===== config.mk =====
export PLATFORM = sky130hd
export DESIGN_NAME = adv_timer_regs
export DESIGN_NICKNAME = d
export VERILOG_FILES = /design/src/apb_bus_pkg.sv /design/src/timer_reg_pkg.sv /design/src/apb_reg_bridge.sv /design/src/timer_regs.sv /design/src/adv_timer_regs.sv
export VERILOG_INCLUDE_DIRS = /design/src
export SDC_FILE = /design/constraint.sdc
export NUM_CORES = 1
export LEC_CHECK = 0
export ABC_CLOCK_PERIOD_IN_PS = 1910
export BUFFER_PORTS_ARGS = -buffer_cell sky130_fd_sc_hd__buf_4
export CAP_MARGIN = 20
export CORE_MARGIN = 5
export CORE_UTILIZATION = 47
export CTS_BUF_LIST = sky130_fd_sc_hd__clkbuf_16
export DETAILED_ROUTE_END_ITERATION = 12
export GPL_ROUTABILITY_DRIVEN = 1
export PLACE_DENSITY_LB_ADDON = 0.08
export SYNTH_ARGS = -nofsm -noshare
export SYNTH_HDL_FRONTEND = slang
export SYNTH_SLANG_ARGS = --single-unit

===== constraint.sdc =====
create_clock -name HCLK_i -period 1.91 [get_ports HCLK_i]
set_input_delay 0.2865 -clock HCLK_i [delete_from_list [all_inputs] [get_ports HCLK_i]]
set_output_delay 0.2865 -clock HCLK_i [all_outputs]
set_load 0.01 [all_outputs]

===== src/adv_timer_settings.svh =====
`ifndef ADV_TIMER_SETTINGS_SVH
`define ADV_TIMER_SETTINGS_SVH

// ##################################################
// bus geometry
// ##################################################

`define ADV_NUM_TIMERS 4
`define ADV_APB_ADDR_W 12
`define ADV_DATA_W     32
`define ADV_IDX_LSB    2	// word index inside PADDR.
`define ADV_IDX_MSB    9

// ##################################################
// register map
// ##################################################

`define ADV_GLOBAL_SEL 4	// upper index nibble of the global block.
`define ADV_OFS_CMD    0
`define ADV_OFS_CFG    1
`define ADV_OFS_TH     2
`define ADV_OFS_CNT    11	// offsets 3 to 10 are unmapped.
`define ADV_OFS_CLK_EN 1

`endif


===== src/apb_bus_pkg.sv =====
`default_nettype none
`include "adv_timer_settings.svh"

package apb_bus_pkg;

	// full APB address.
	typedef logic [`ADV_APB_ADDR_W-1:0] apb_addr_t;

	// word index, taken from PADDR with the byte offset dropped.
	typedef logic [`ADV_IDX_MSB-`ADV_IDX_LSB:0] reg_idx_t;

	// register offset, the lower nibble of the word index.
	typedef logic [3:0] reg_ofs_t;

	// bus data word.
	typedef logic [`ADV_DATA_W-1:0] word_t;

endpackage

`default_nettype wire


===== src/timer_reg_pkg.sv =====
`default_nettype none
`include "adv_timer_settings.svh"

package timer_reg_pkg;

	// ##################################################
	// addressing
	// ##################################################

	// upper nibble of the word index, a timer number or the global block.
	typedef logic [3:0] timer_idx_t;

	// ##################################################
	// configuration fields
	// ##################################################

	typedef logic [7:0] in_sel_t;	// counter input select.

	typedef logic [2:0] in_mode_t;	// edge/level mode of the input.

	typedef logic [7:0] presc_t;	// prescaler value.

	// ##################################################
	// threshold and counter
	// ##################################################

	// one half of the 32-bit threshold word.
	typedef logic [15:0] half_th_t;

	// counter value seen on the readback path.
	typedef logic [15:0] counter_t;

endpackage

`default_nettype wire


===== src/apb_reg_bridge.sv =====
`timescale 1ns/1ns
`default_nettype none
`include "adv_timer_settings.svh"

module apb_reg_bridge
	import apb_bus_pkg::*;
	import timer_reg_pkg::*;
(
	input  wire                            HCLK_i,
	input  wire                            HRESETn_i,
	input  wire apb_addr_t                 paddr_i,
	input  wire word_t                     pwdata_i,
	input  wire                            pwrite_i,
	input  wire                            psel_i,
	input  wire                            penable_i,
	output word_t                          prdata_o,
	output logic [`ADV_NUM_TIMERS-1:0]     timer_wr_o,
	output reg_ofs_t                       reg_ofs_o,
	output word_t                          wdata_o,
	input  wire word_t [`ADV_NUM_TIMERS-1:0] timer_rdata_i,
	output logic [`ADV_NUM_TIMERS-1:0]     clk_en_o
);

	reg_idx_t                      idx;
	timer_idx_t                    sel;
	reg_ofs_t                      ofs;
	logic                          wr_access;
	logic                          global_sel;
	logic                          clk_en_wr;
	logic [`ADV_NUM_TIMERS-1:0]    clk_en_q;

	// ##################################################
	// address decode
	// ##################################################

	assign idx = paddr_i[`ADV_IDX_MSB:`ADV_IDX_LSB];
	assign sel = idx[$bits(reg_idx_t)-1 -: $bits(timer_idx_t)];
	assign ofs = idx[$bits(reg_ofs_t)-1:0];

	assign wr_access  = psel_i & penable_i & pwrite_i;	// zero wait states.
	assign global_sel = (sel == timer_idx_t'(`ADV_GLOBAL_SEL));
	assign clk_en_wr  = wr_access & global_sel & (ofs == reg_ofs_t'(`ADV_OFS_CLK_EN));

	// one strobe per timer, shared offset and data.
	for (genvar t = 0; t < `ADV_NUM_TIMERS; t++) begin : g_wr
		assign timer_wr_o[t] = wr_access & (sel == timer_idx_t'(t));
	end

	assign reg_ofs_o = ofs;
	assign wdata_o   = pwdata_i;

	// ##################################################
	// global clock enable
	// ##################################################

	always_ff @(posedge HCLK_i or negedge HRESETn_i) begin
		if (!HRESETn_i) begin
			clk_en_q <= '0;
		end else if (clk_en_wr) begin
			clk_en_q <= pwdata_i[`ADV_NUM_TIMERS-1:0];	// one bit per timer.
		end
	end

	assign clk_en_o = clk_en_q;

	// ##################################################
	// read mux
	// ##################################################

	always_comb begin
		prdata_o = '0;
		if (global_sel) begin
			if (ofs == reg_ofs_t'(`ADV_OFS_CLK_EN)) begin
				prdata_o = word_t'(clk_en_q);
			end
		end else begin
			for (int i = 0; i < `ADV_NUM_TIMERS; i++) begin
				if (sel == timer_idx_t'(i)) begin
					prdata_o = timer_rdata_i[i];
				end
			end
		end
	end

	// the master must hold PSEL through the access phase.
	a_penable_needs_psel: assert property (
		@(posedge HCLK_i) disable iff (!HRESETn_i) penable_i |-> psel_i
	);

endmodule

`default_nettype wire


===== src/timer_regs.sv =====
`timescale 1ns/1ns
`default_nettype none
`include "adv_timer_settings.svh"

module timer_regs
	import apb_bus_pkg::*;
	import timer_reg_pkg::*;
(
	input  wire           HCLK_i,
	input  wire           HRESETn_i,
	input  wire           wr_i,
	input  wire reg_ofs_t reg_ofs_i,
	input  wire word_t    wdata_i,
	input  wire counter_t counter_i,
	output word_t         rdata_o,
	output logic          start_o,
	output logic          stop_o,
	output logic          update_o,
	output logic          rst_o,
	output logic          arm_o,
	output logic          saw_o,
	output logic          in_clk_o,
	output in_mode_t      in_mode_o,
	output in_sel_t       in_sel_o,
	output presc_t        presc_o,
	output half_th_t      th_hi_o,
	output half_th_t      th_low_o
);

	// command word bits.
	localparam int CMD_START  = 0;
	localparam int CMD_STOP   = 1;
	localparam int CMD_UPDATE = 2;
	localparam int CMD_RST    = 3;
	localparam int CMD_ARM    = 4;
	localparam int CMD_W      = 5;

	// configuration word layout.
	localparam int IN_SEL_LSB  = 0;
	localparam int IN_MODE_LSB = 8;
	localparam int IN_CLK_BIT  = 11;
	localparam int SAW_BIT     = 12;
	localparam int PRESC_LSB   = 16;

	logic              cmd_wr;
	logic              cfg_wr;
	logic              th_wr;
	logic [CMD_W-1:0]  cmd_q;
	in_sel_t           in_sel_q;
	in_mode_t          in_mode_q;
	logic              in_clk_q;
	logic              saw_q;
	presc_t            presc_q;
	word_t             th_q;
	word_t             cfg_word;

	assign cmd_wr = wr_i & (reg_ofs_i == reg_ofs_t'(`ADV_OFS_CMD));
	assign cfg_wr = wr_i & (reg_ofs_i == reg_ofs_t'(`ADV_OFS_CFG));
	assign th_wr  = wr_i & (reg_ofs_i == reg_ofs_t'(`ADV_OFS_TH));

	// ##################################################
	// registers
	// ##################################################

	always_ff @(posedge HCLK_i or negedge HRESETn_i) begin
		if (!HRESETn_i) begin
			cmd_q     <= '0;
			in_sel_q  <= '0;
			in_mode_q <= '0;
			in_clk_q  <= 1'b0;
			saw_q     <= 1'b1;	// sawtooth by default.
			presc_q   <= '0;
			th_q      <= '0;
		end else begin
			cmd_q <= cmd_wr ? wdata_i[CMD_W-1:0] : '0;	// pulses last one cycle.
			if (cfg_wr) begin
				in_sel_q  <= wdata_i[IN_SEL_LSB +: $bits(in_sel_t)];
				in_mode_q <= wdata_i[IN_MODE_LSB +: $bits(in_mode_t)];
				in_clk_q  <= wdata_i[IN_CLK_BIT];
				saw_q     <= wdata_i[SAW_BIT];
				presc_q   <= wdata_i[PRESC_LSB +: $bits(presc_t)];
			end
			if (th_wr) begin
				th_q <= wdata_i;
			end
		end
	end

	assign start_o  = cmd_q[CMD_START];
	assign stop_o   = cmd_q[CMD_STOP];
	assign update_o = cmd_q[CMD_UPDATE];
	assign rst_o    = cmd_q[CMD_RST];
	assign arm_o    = cmd_q[CMD_ARM];

	assign in_sel_o  = in_sel_q;
	assign in_mode_o = in_mode_q;
	assign in_clk_o  = in_clk_q;
	assign saw_o     = saw_q;
	assign presc_o   = presc_q;
	assign th_hi_o   = th_q[$bits(word_t)-1 -: $bits(half_th_t)];
	assign th_low_o  = th_q[$bits(half_th_t)-1:0];

	// ##################################################
	// readback
	// ##################################################

	always_comb begin
		cfg_word = '0;
		cfg_word[IN_SEL_LSB +: $bits(in_sel_t)]   = in_sel_q;
		cfg_word[IN_MODE_LSB +: $bits(in_mode_t)] = in_mode_q;
		cfg_word[IN_CLK_BIT]                      = in_clk_q;
		cfg_word[SAW_BIT]                         = saw_q;
		cfg_word[PRESC_LSB +: $bits(presc_t)]     = presc_q;
	end

	always_comb begin
		case (reg_ofs_i)
			reg_ofs_t'(`ADV_OFS_CFG): rdata_o = cfg_word;
			reg_ofs_t'(`ADV_OFS_TH):  rdata_o = th_q;
			reg_ofs_t'(`ADV_OFS_CNT): rdata_o = word_t'(counter_i);
			default:                  rdata_o = '0;	// command word is write-only.
		endcase
	end

	// APB access phases are never adjacent, so no pulse may repeat.
	a_cmd_single_cycle: assert property (
		@(posedge HCLK_i) disable iff (!HRESETn_i) (|cmd_q) |=> !(|cmd_q)
	);

endmodule

`default_nettype wire


===== src/adv_timer_regs.sv =====
`timescale 1ns/1ns
`default_nettype none
`include "adv_timer_settings.svh"

module adv_timer_regs
	import apb_bus_pkg::*;
	import timer_reg_pkg::*;
(
	input  wire                                 HCLK_i,
	input  wire                                 HRESETn_i,
	input  wire apb_addr_t                      PADDR_i,
	input  wire word_t                          PWDATA_i,
	input  wire                                 PWRITE_i,
	input  wire                                 PSEL_i,
	input  wire                                 PENABLE_i,
	output word_t                               PRDATA_o,
	output logic                                PREADY_o,
	output logic                                PSLVERR_o,
	input  wire counter_t [`ADV_NUM_TIMERS-1:0] timer_counter_i,
	output logic [`ADV_NUM_TIMERS-1:0]          timer_start_o,
	output logic [`ADV_NUM_TIMERS-1:0]          timer_stop_o,
	output logic [`ADV_NUM_TIMERS-1:0]          timer_update_o,
	output logic [`ADV_NUM_TIMERS-1:0]          timer_rst_o,
	output logic [`ADV_NUM_TIMERS-1:0]          timer_arm_o,
	output logic [`ADV_NUM_TIMERS-1:0]          timer_saw_o,
	output logic [`ADV_NUM_TIMERS-1:0]          timer_in_clk_o,
	output in_mode_t [`ADV_NUM_TIMERS-1:0]      timer_in_mode_o,
	output in_sel_t [`ADV_NUM_TIMERS-1:0]       timer_in_sel_o,
	output presc_t [`ADV_NUM_TIMERS-1:0]        timer_presc_o,
	output half_th_t [`ADV_NUM_TIMERS-1:0]      timer_th_hi_o,
	output half_th_t [`ADV_NUM_TIMERS-1:0]      timer_th_low_o,
	output logic [`ADV_NUM_TIMERS-1:0]          timer_clk_en_o
);

	logic [`ADV_NUM_TIMERS-1:0]  timer_wr;
	reg_ofs_t                    reg_ofs;
	word_t                       wdata;
	word_t [`ADV_NUM_TIMERS-1:0] timer_rdata;

	assign PREADY_o  = 1'b1;	// zero wait states.
	assign PSLVERR_o = 1'b0;

	apb_reg_bridge u_bridge (
		.HCLK_i        (HCLK_i),
		.HRESETn_i     (HRESETn_i),
		.paddr_i       (PADDR_i),
		.pwdata_i      (PWDATA_i),
		.pwrite_i      (PWRITE_i),
		.psel_i        (PSEL_i),
		.penable_i     (PENABLE_i),
		.prdata_o      (PRDATA_o),
		.timer_wr_o    (timer_wr),
		.reg_ofs_o     (reg_ofs),
		.wdata_o       (wdata),
		.timer_rdata_i (timer_rdata),
		.clk_en_o      (timer_clk_en_o)
	);

	for (genvar t = 0; t < `ADV_NUM_TIMERS; t++) begin : g_timer
		timer_regs u_timer (
			.HCLK_i    (HCLK_i),
			.HRESETn_i (HRESETn_i),
			.wr_i      (timer_wr[t]),
			.reg_ofs_i (reg_ofs),
			.wdata_i   (wdata),
			.counter_i (timer_counter_i[t]),
			.rdata_o   (timer_rdata[t]),
			.start_o   (timer_start_o[t]),
			.stop_o    (timer_stop_o[t]),
			.update_o  (timer_update_o[t]),
			.rst_o     (timer_rst_o[t]),
			.arm_o     (timer_arm_o[t]),
			.saw_o     (timer_saw_o[t]),
			.in_clk_o  (timer_in_clk_o[t]),
			.in_mode_o (timer_in_mode_o[t]),
			.in_sel_o  (timer_in_sel_o[t]),
			.presc_o   (timer_presc_o[t]),
			.th_hi_o   (timer_th_hi_o[t]),
			.th_low_o  (timer_th_low_o[t])
		);
	end

endmodule

`default_nettype wire


==> flow_metrics.py <==
metrics = {
    "worst_setup_path": {
        "regToRegStartpoint": "g_timer[1].u_timer.th_q[11]$_DFFE_PN0P_",
        "worstPathMaxFanout": 2,
        "critPathArrivalTime_ns": 1.99,
        "required_ns": 1.62,
        "worst-setup-path-type": "register to output port",
        "critical_path_source": "g_timer[1].u_timer.th_q[4]$_DFFE_PN0P_",
        "worstSetupEndpointType": "output port",
        "worst_setup_path_start_kind": "register",
    },
    "power_and_ir_drop": {
        "cellPowerDensity_nw_per_um2": 636,
        "highest_ir_drop_seen_on_vdd_uv": 663,
        "power_mw": 11.4,
        "p_leak_nw": 8.79,
        "int_power_mw": 8.51,
        "seq_power_share_pct": 45.1,
        "pwr-share-comb_pct": 11.5,
        "switching_power_mw": 2.86,
        "switching_share_pct": 25.2,
        "clock_power_share_pct": 43.4,
    },
    "global_route": {
        "grt_pass1_vias": 10800,
        "grt_remaining_overflow": 0,
        "grt_start_max_net_pins": 59,
        "use_met2_pct": 47.7,
        "grtUsageMet1_pct": 38.1,
        "global_route.usage.met3_pct": 6.71,
        "grt_antenna_before_repair": 0,
        "grt_busiest_layer": "met2",
        "grt_pass1_wl_microns": 65100,
        "track_usage_pct": 28.9,
    },
    "flow_run": {
        "cap_violations": 0,
    },
    "cts": {
        "tritoncts": "built",
        "clk_path_buf_depth": 3,
        "ctsHtreeMaxLevel": 1,
        "clk_pin_slew_ns": 0.06,
        "tritoncts_num_sinks": 236,
        "clk_root_buffer_cell": "sky130_fd_sc_hd__clkbuf_16",
        "cts_inserted_buffers": 26,
        "clock_latency_ns": 0.52,
    },
    "final_layout": {
        "filler_cell_count": 1892,
        "num_antenna_cells": 0,
        "commonest_non_fill_non_tap_cell_in_the_layout": "sky130_fd_sc_hd__buf_4",
        "final_util_pct": 71.2,
        "area_growth_syn_to_layout_pct": 49.5,
        "fraction_of_layout_instances_using_a_drive_strength_above_1_pct": 63.9,
        "most-common-layout-cells": "sky130_fd_sc_hd__buf_4 (496), sky130_fd_sc_hd__dfrtp_1 (232), sky130_fd_sc_hd__mux2_2 (206)",
        "finish.net_count": 1579,
    },
    "detailed_routing": {
        "drt_wl_total_microns": 43900,
        "drt-vias-per-instance": 5.76,
        "route.detailed.drc": 0,
        "post_drt_wl_per_cell_microns": 24.2,
        "route.vias.total": 10500,
        "drt.antenna.violating_nets": 0,
        "firstDrtPassIters": 5,
        "drt-initial-drc-count": 696,
    },
    "sta": {
        "fin_skew_ns": 0,
        "fin_hold_ws_ns": 0.0158,
        "post-route-min-period_ns": 2.27,
        "post-route-worst-setup-slack_ns": -0.364,
        "final-hold-violation-count": 0,
        "layout_worst_path_cycle_share_pct": 119,
        "fmax_mhz": 440,
        "setup_viol": 18,
        "setup_tns_ns": -3.80,
        "unrepaired_setup_endpoints_after_global_routing": "yes",
        "timing.slew.headroom_pct": 66.3,
        "slew_viol_final": 0,
        "worstMarginPinSlew_ns": 0.506,
    },
    "logic_synthesis": {
        "ys_dominant_reg_cell": "sky130_fd_sc_hd__dfrtp_1",
        "post-synth-top-area-fraction_pct": 48.5,
        "per_instance_average_area_after_synthesis_sq_um": 11.9,
        "seq_area_frac_synth_pct": 49.4,
        "syn-instance-count": 1001,
        "synth_nets": 1114,
        "post-synth-top-area-cell": "sky130_fd_sc_hd__dfrtp_1",
        "synthArstFlopShare_pct": 100,
        "synth.ff_latch_count": 236,
        "synthTopCellsByArea": "sky130_fd_sc_hd__dfrtp_1 (49%), sky130_fd_sc_hd__mux2_2 (19%), sky130_fd_sc_hd__buf_4 (3.1%)",
        "ys.warnings.count": 0,
        "synth.lib_cells_used.distinct": 56,
        "synth-edff-count": 0,
        "cell_area_synth_sq_um": 12000,
    },
    "hold_path": {
        "worst_hold_startpoint": "PWDATA_i[29]",
        "holdCritPathClass": "input port to register",
    },
    "die": {
        "row_count": 58,
        "design.die.area_sq_um": 28700,
        "io_pins": 383,
        "die_h_microns": 170,
        "initial_util_pct": 47.6,
        "die_w_microns": 170,
        "placeableCoreArea_sq_um": 25100,
    },
    "placed_design": {
        "dpl.hpwl_microns": 30500,
        "placer_congestion": 0.877,
        "buffer_ports.inserted": 376,
    },
    "status": {
        "status": "complete, but fails checks",
        "violations_in_the_final_reports": "negative setup slack",
    },
}
## cell type report
| type | instances | area, sq um | share of cell area, % |
|---|---|---|---|
| clock inverter | 21 | 154 | 0.860 |
| multi-input combinational | 645 | 6020 | 33.7 |
| timing repair buffer | 556 | 4700 | 26.3 |
| clock buffer | 27 | 676 | 3.78 |
| tap | 330 | 413 | 2.31 |
| inverter | 1 | 7.51 | 0.0420 |
| sequential | 236 | 5910 | 33.0 |
## per-layer routing
layer / vias to the layer above / share of wire, %
met5: - / 0
met4: 0 / 3.3
met3: 105 / 8.1
met2: 471 / 48
met1: 5247 / 41
li1: 4642 / -
## kinds of logic after synthesis
group                  count (synthesis)  share of synthesized area, %
other                                  2                        0.0628
AND/OR/NAND/NOR                      217                          11.8
flip-flops                           236                          49.4
multiplexers                         223                          20.9
buffers and inverters                120                          5.73
AO/OA/AOI/OAI                        203                          12.0
## flip-flops by register name, summed over array words and instances, names as in the netlist
signal and count:
g_timer.u_timer.cmd_q 20, g_timer.u_timer.in_clk_o 4, g_timer.u_timer.in_mode_o 12, g_timer.u_timer.in_sel_o 32, g_timer.u_timer.presc_o 32, g_timer.u_timer.saw_o 4
g_timer.u_timer.th_q 128, u_bridge.clk_en_o 4
## synth_stat cells (all sizes together) (11+ instances only)
library cell	n
dfrtp	232
mux2	217
buf	78
and2	49
clkbuf	41
o21ai	37
a21oi	34
nand3	29
a221oi	28
a22oi	27
or3b	26
and3	23
nand2	23
nor3b	18
nor2	15
o211ai	12
o22a	11
## worst max-delay path, cell delays in order (launching register included)
cell	delay, ns
sky130_fd_sc_hd__dfrtp_1	0.34
sky130_fd_sc_hd__or3b_4	0.38
sky130_fd_sc_hd__a21oi_2	0.15
sky130_fd_sc_hd__o21ai_2	0.08
sky130_fd_sc_hd__a311oi_2	0.32
sky130_fd_sc_hd__buf_4	0.19
## stage by stage
step / instances / cell area, sq um / setup WS, ns
after floorplan: 1001 / 12200 / -0.0373
after global placement: 1723 / 16200 / -0.303
after detailed placement: 1723 / 16200 / -0.325
after CTS: 1799 / 17500 / -0.365
after global routing: 1816 / 17900 / -0.423
final: 1816 / 17900 / -0.364
## power by group through the flow
stage	clock network, mW	logic [mW]	registers (mW)
after floorplan	0	0.381	5.24
after global placement	0	1.16	5.22
after detailed placement	0	1.17	5.22
after CTS	4.98	1.25	5.13
after global routing	5.21	1.40	5.13
final	4.94	1.31	5.13
## timing repair
item,CTS,global route
gates cloned,1,1
setup endpoints to repair,32,32
setup buffers,25,18
hold endpoints to repair,49,0
pin swaps,38,40
hold buffers,2,0
resized for setup,87,75
## path summary, 6_finish.rpt
check | slack, ns | cells after the start | endpoint
setup / recovery | -0.36 | 5 | PRDATA_o[4]
hold / removal | 0.02 | 2 | g_timer[2].u_timer.th_q[29]$_DFFE_PN0P_
setup reg to reg | 0.77 | 4 | g_timer[1].u_timer.th_q[11]$_DFFE_PN0P_
hold reg to reg | 0.52 | 1 | g_timer[3].u_timer.th_q[12]$_DFFE_PN0P_
max in group asynchronous | 0.93 | 3 | g_timer[0].u_timer.saw_o$_DFFE_PN1P_
min in group asynchronous | 0.30 | 2 | g_timer[0].u_timer.cmd_q[3]$_DFF_PN0_
No activity file was read; power rests on OpenSTA's default activity.
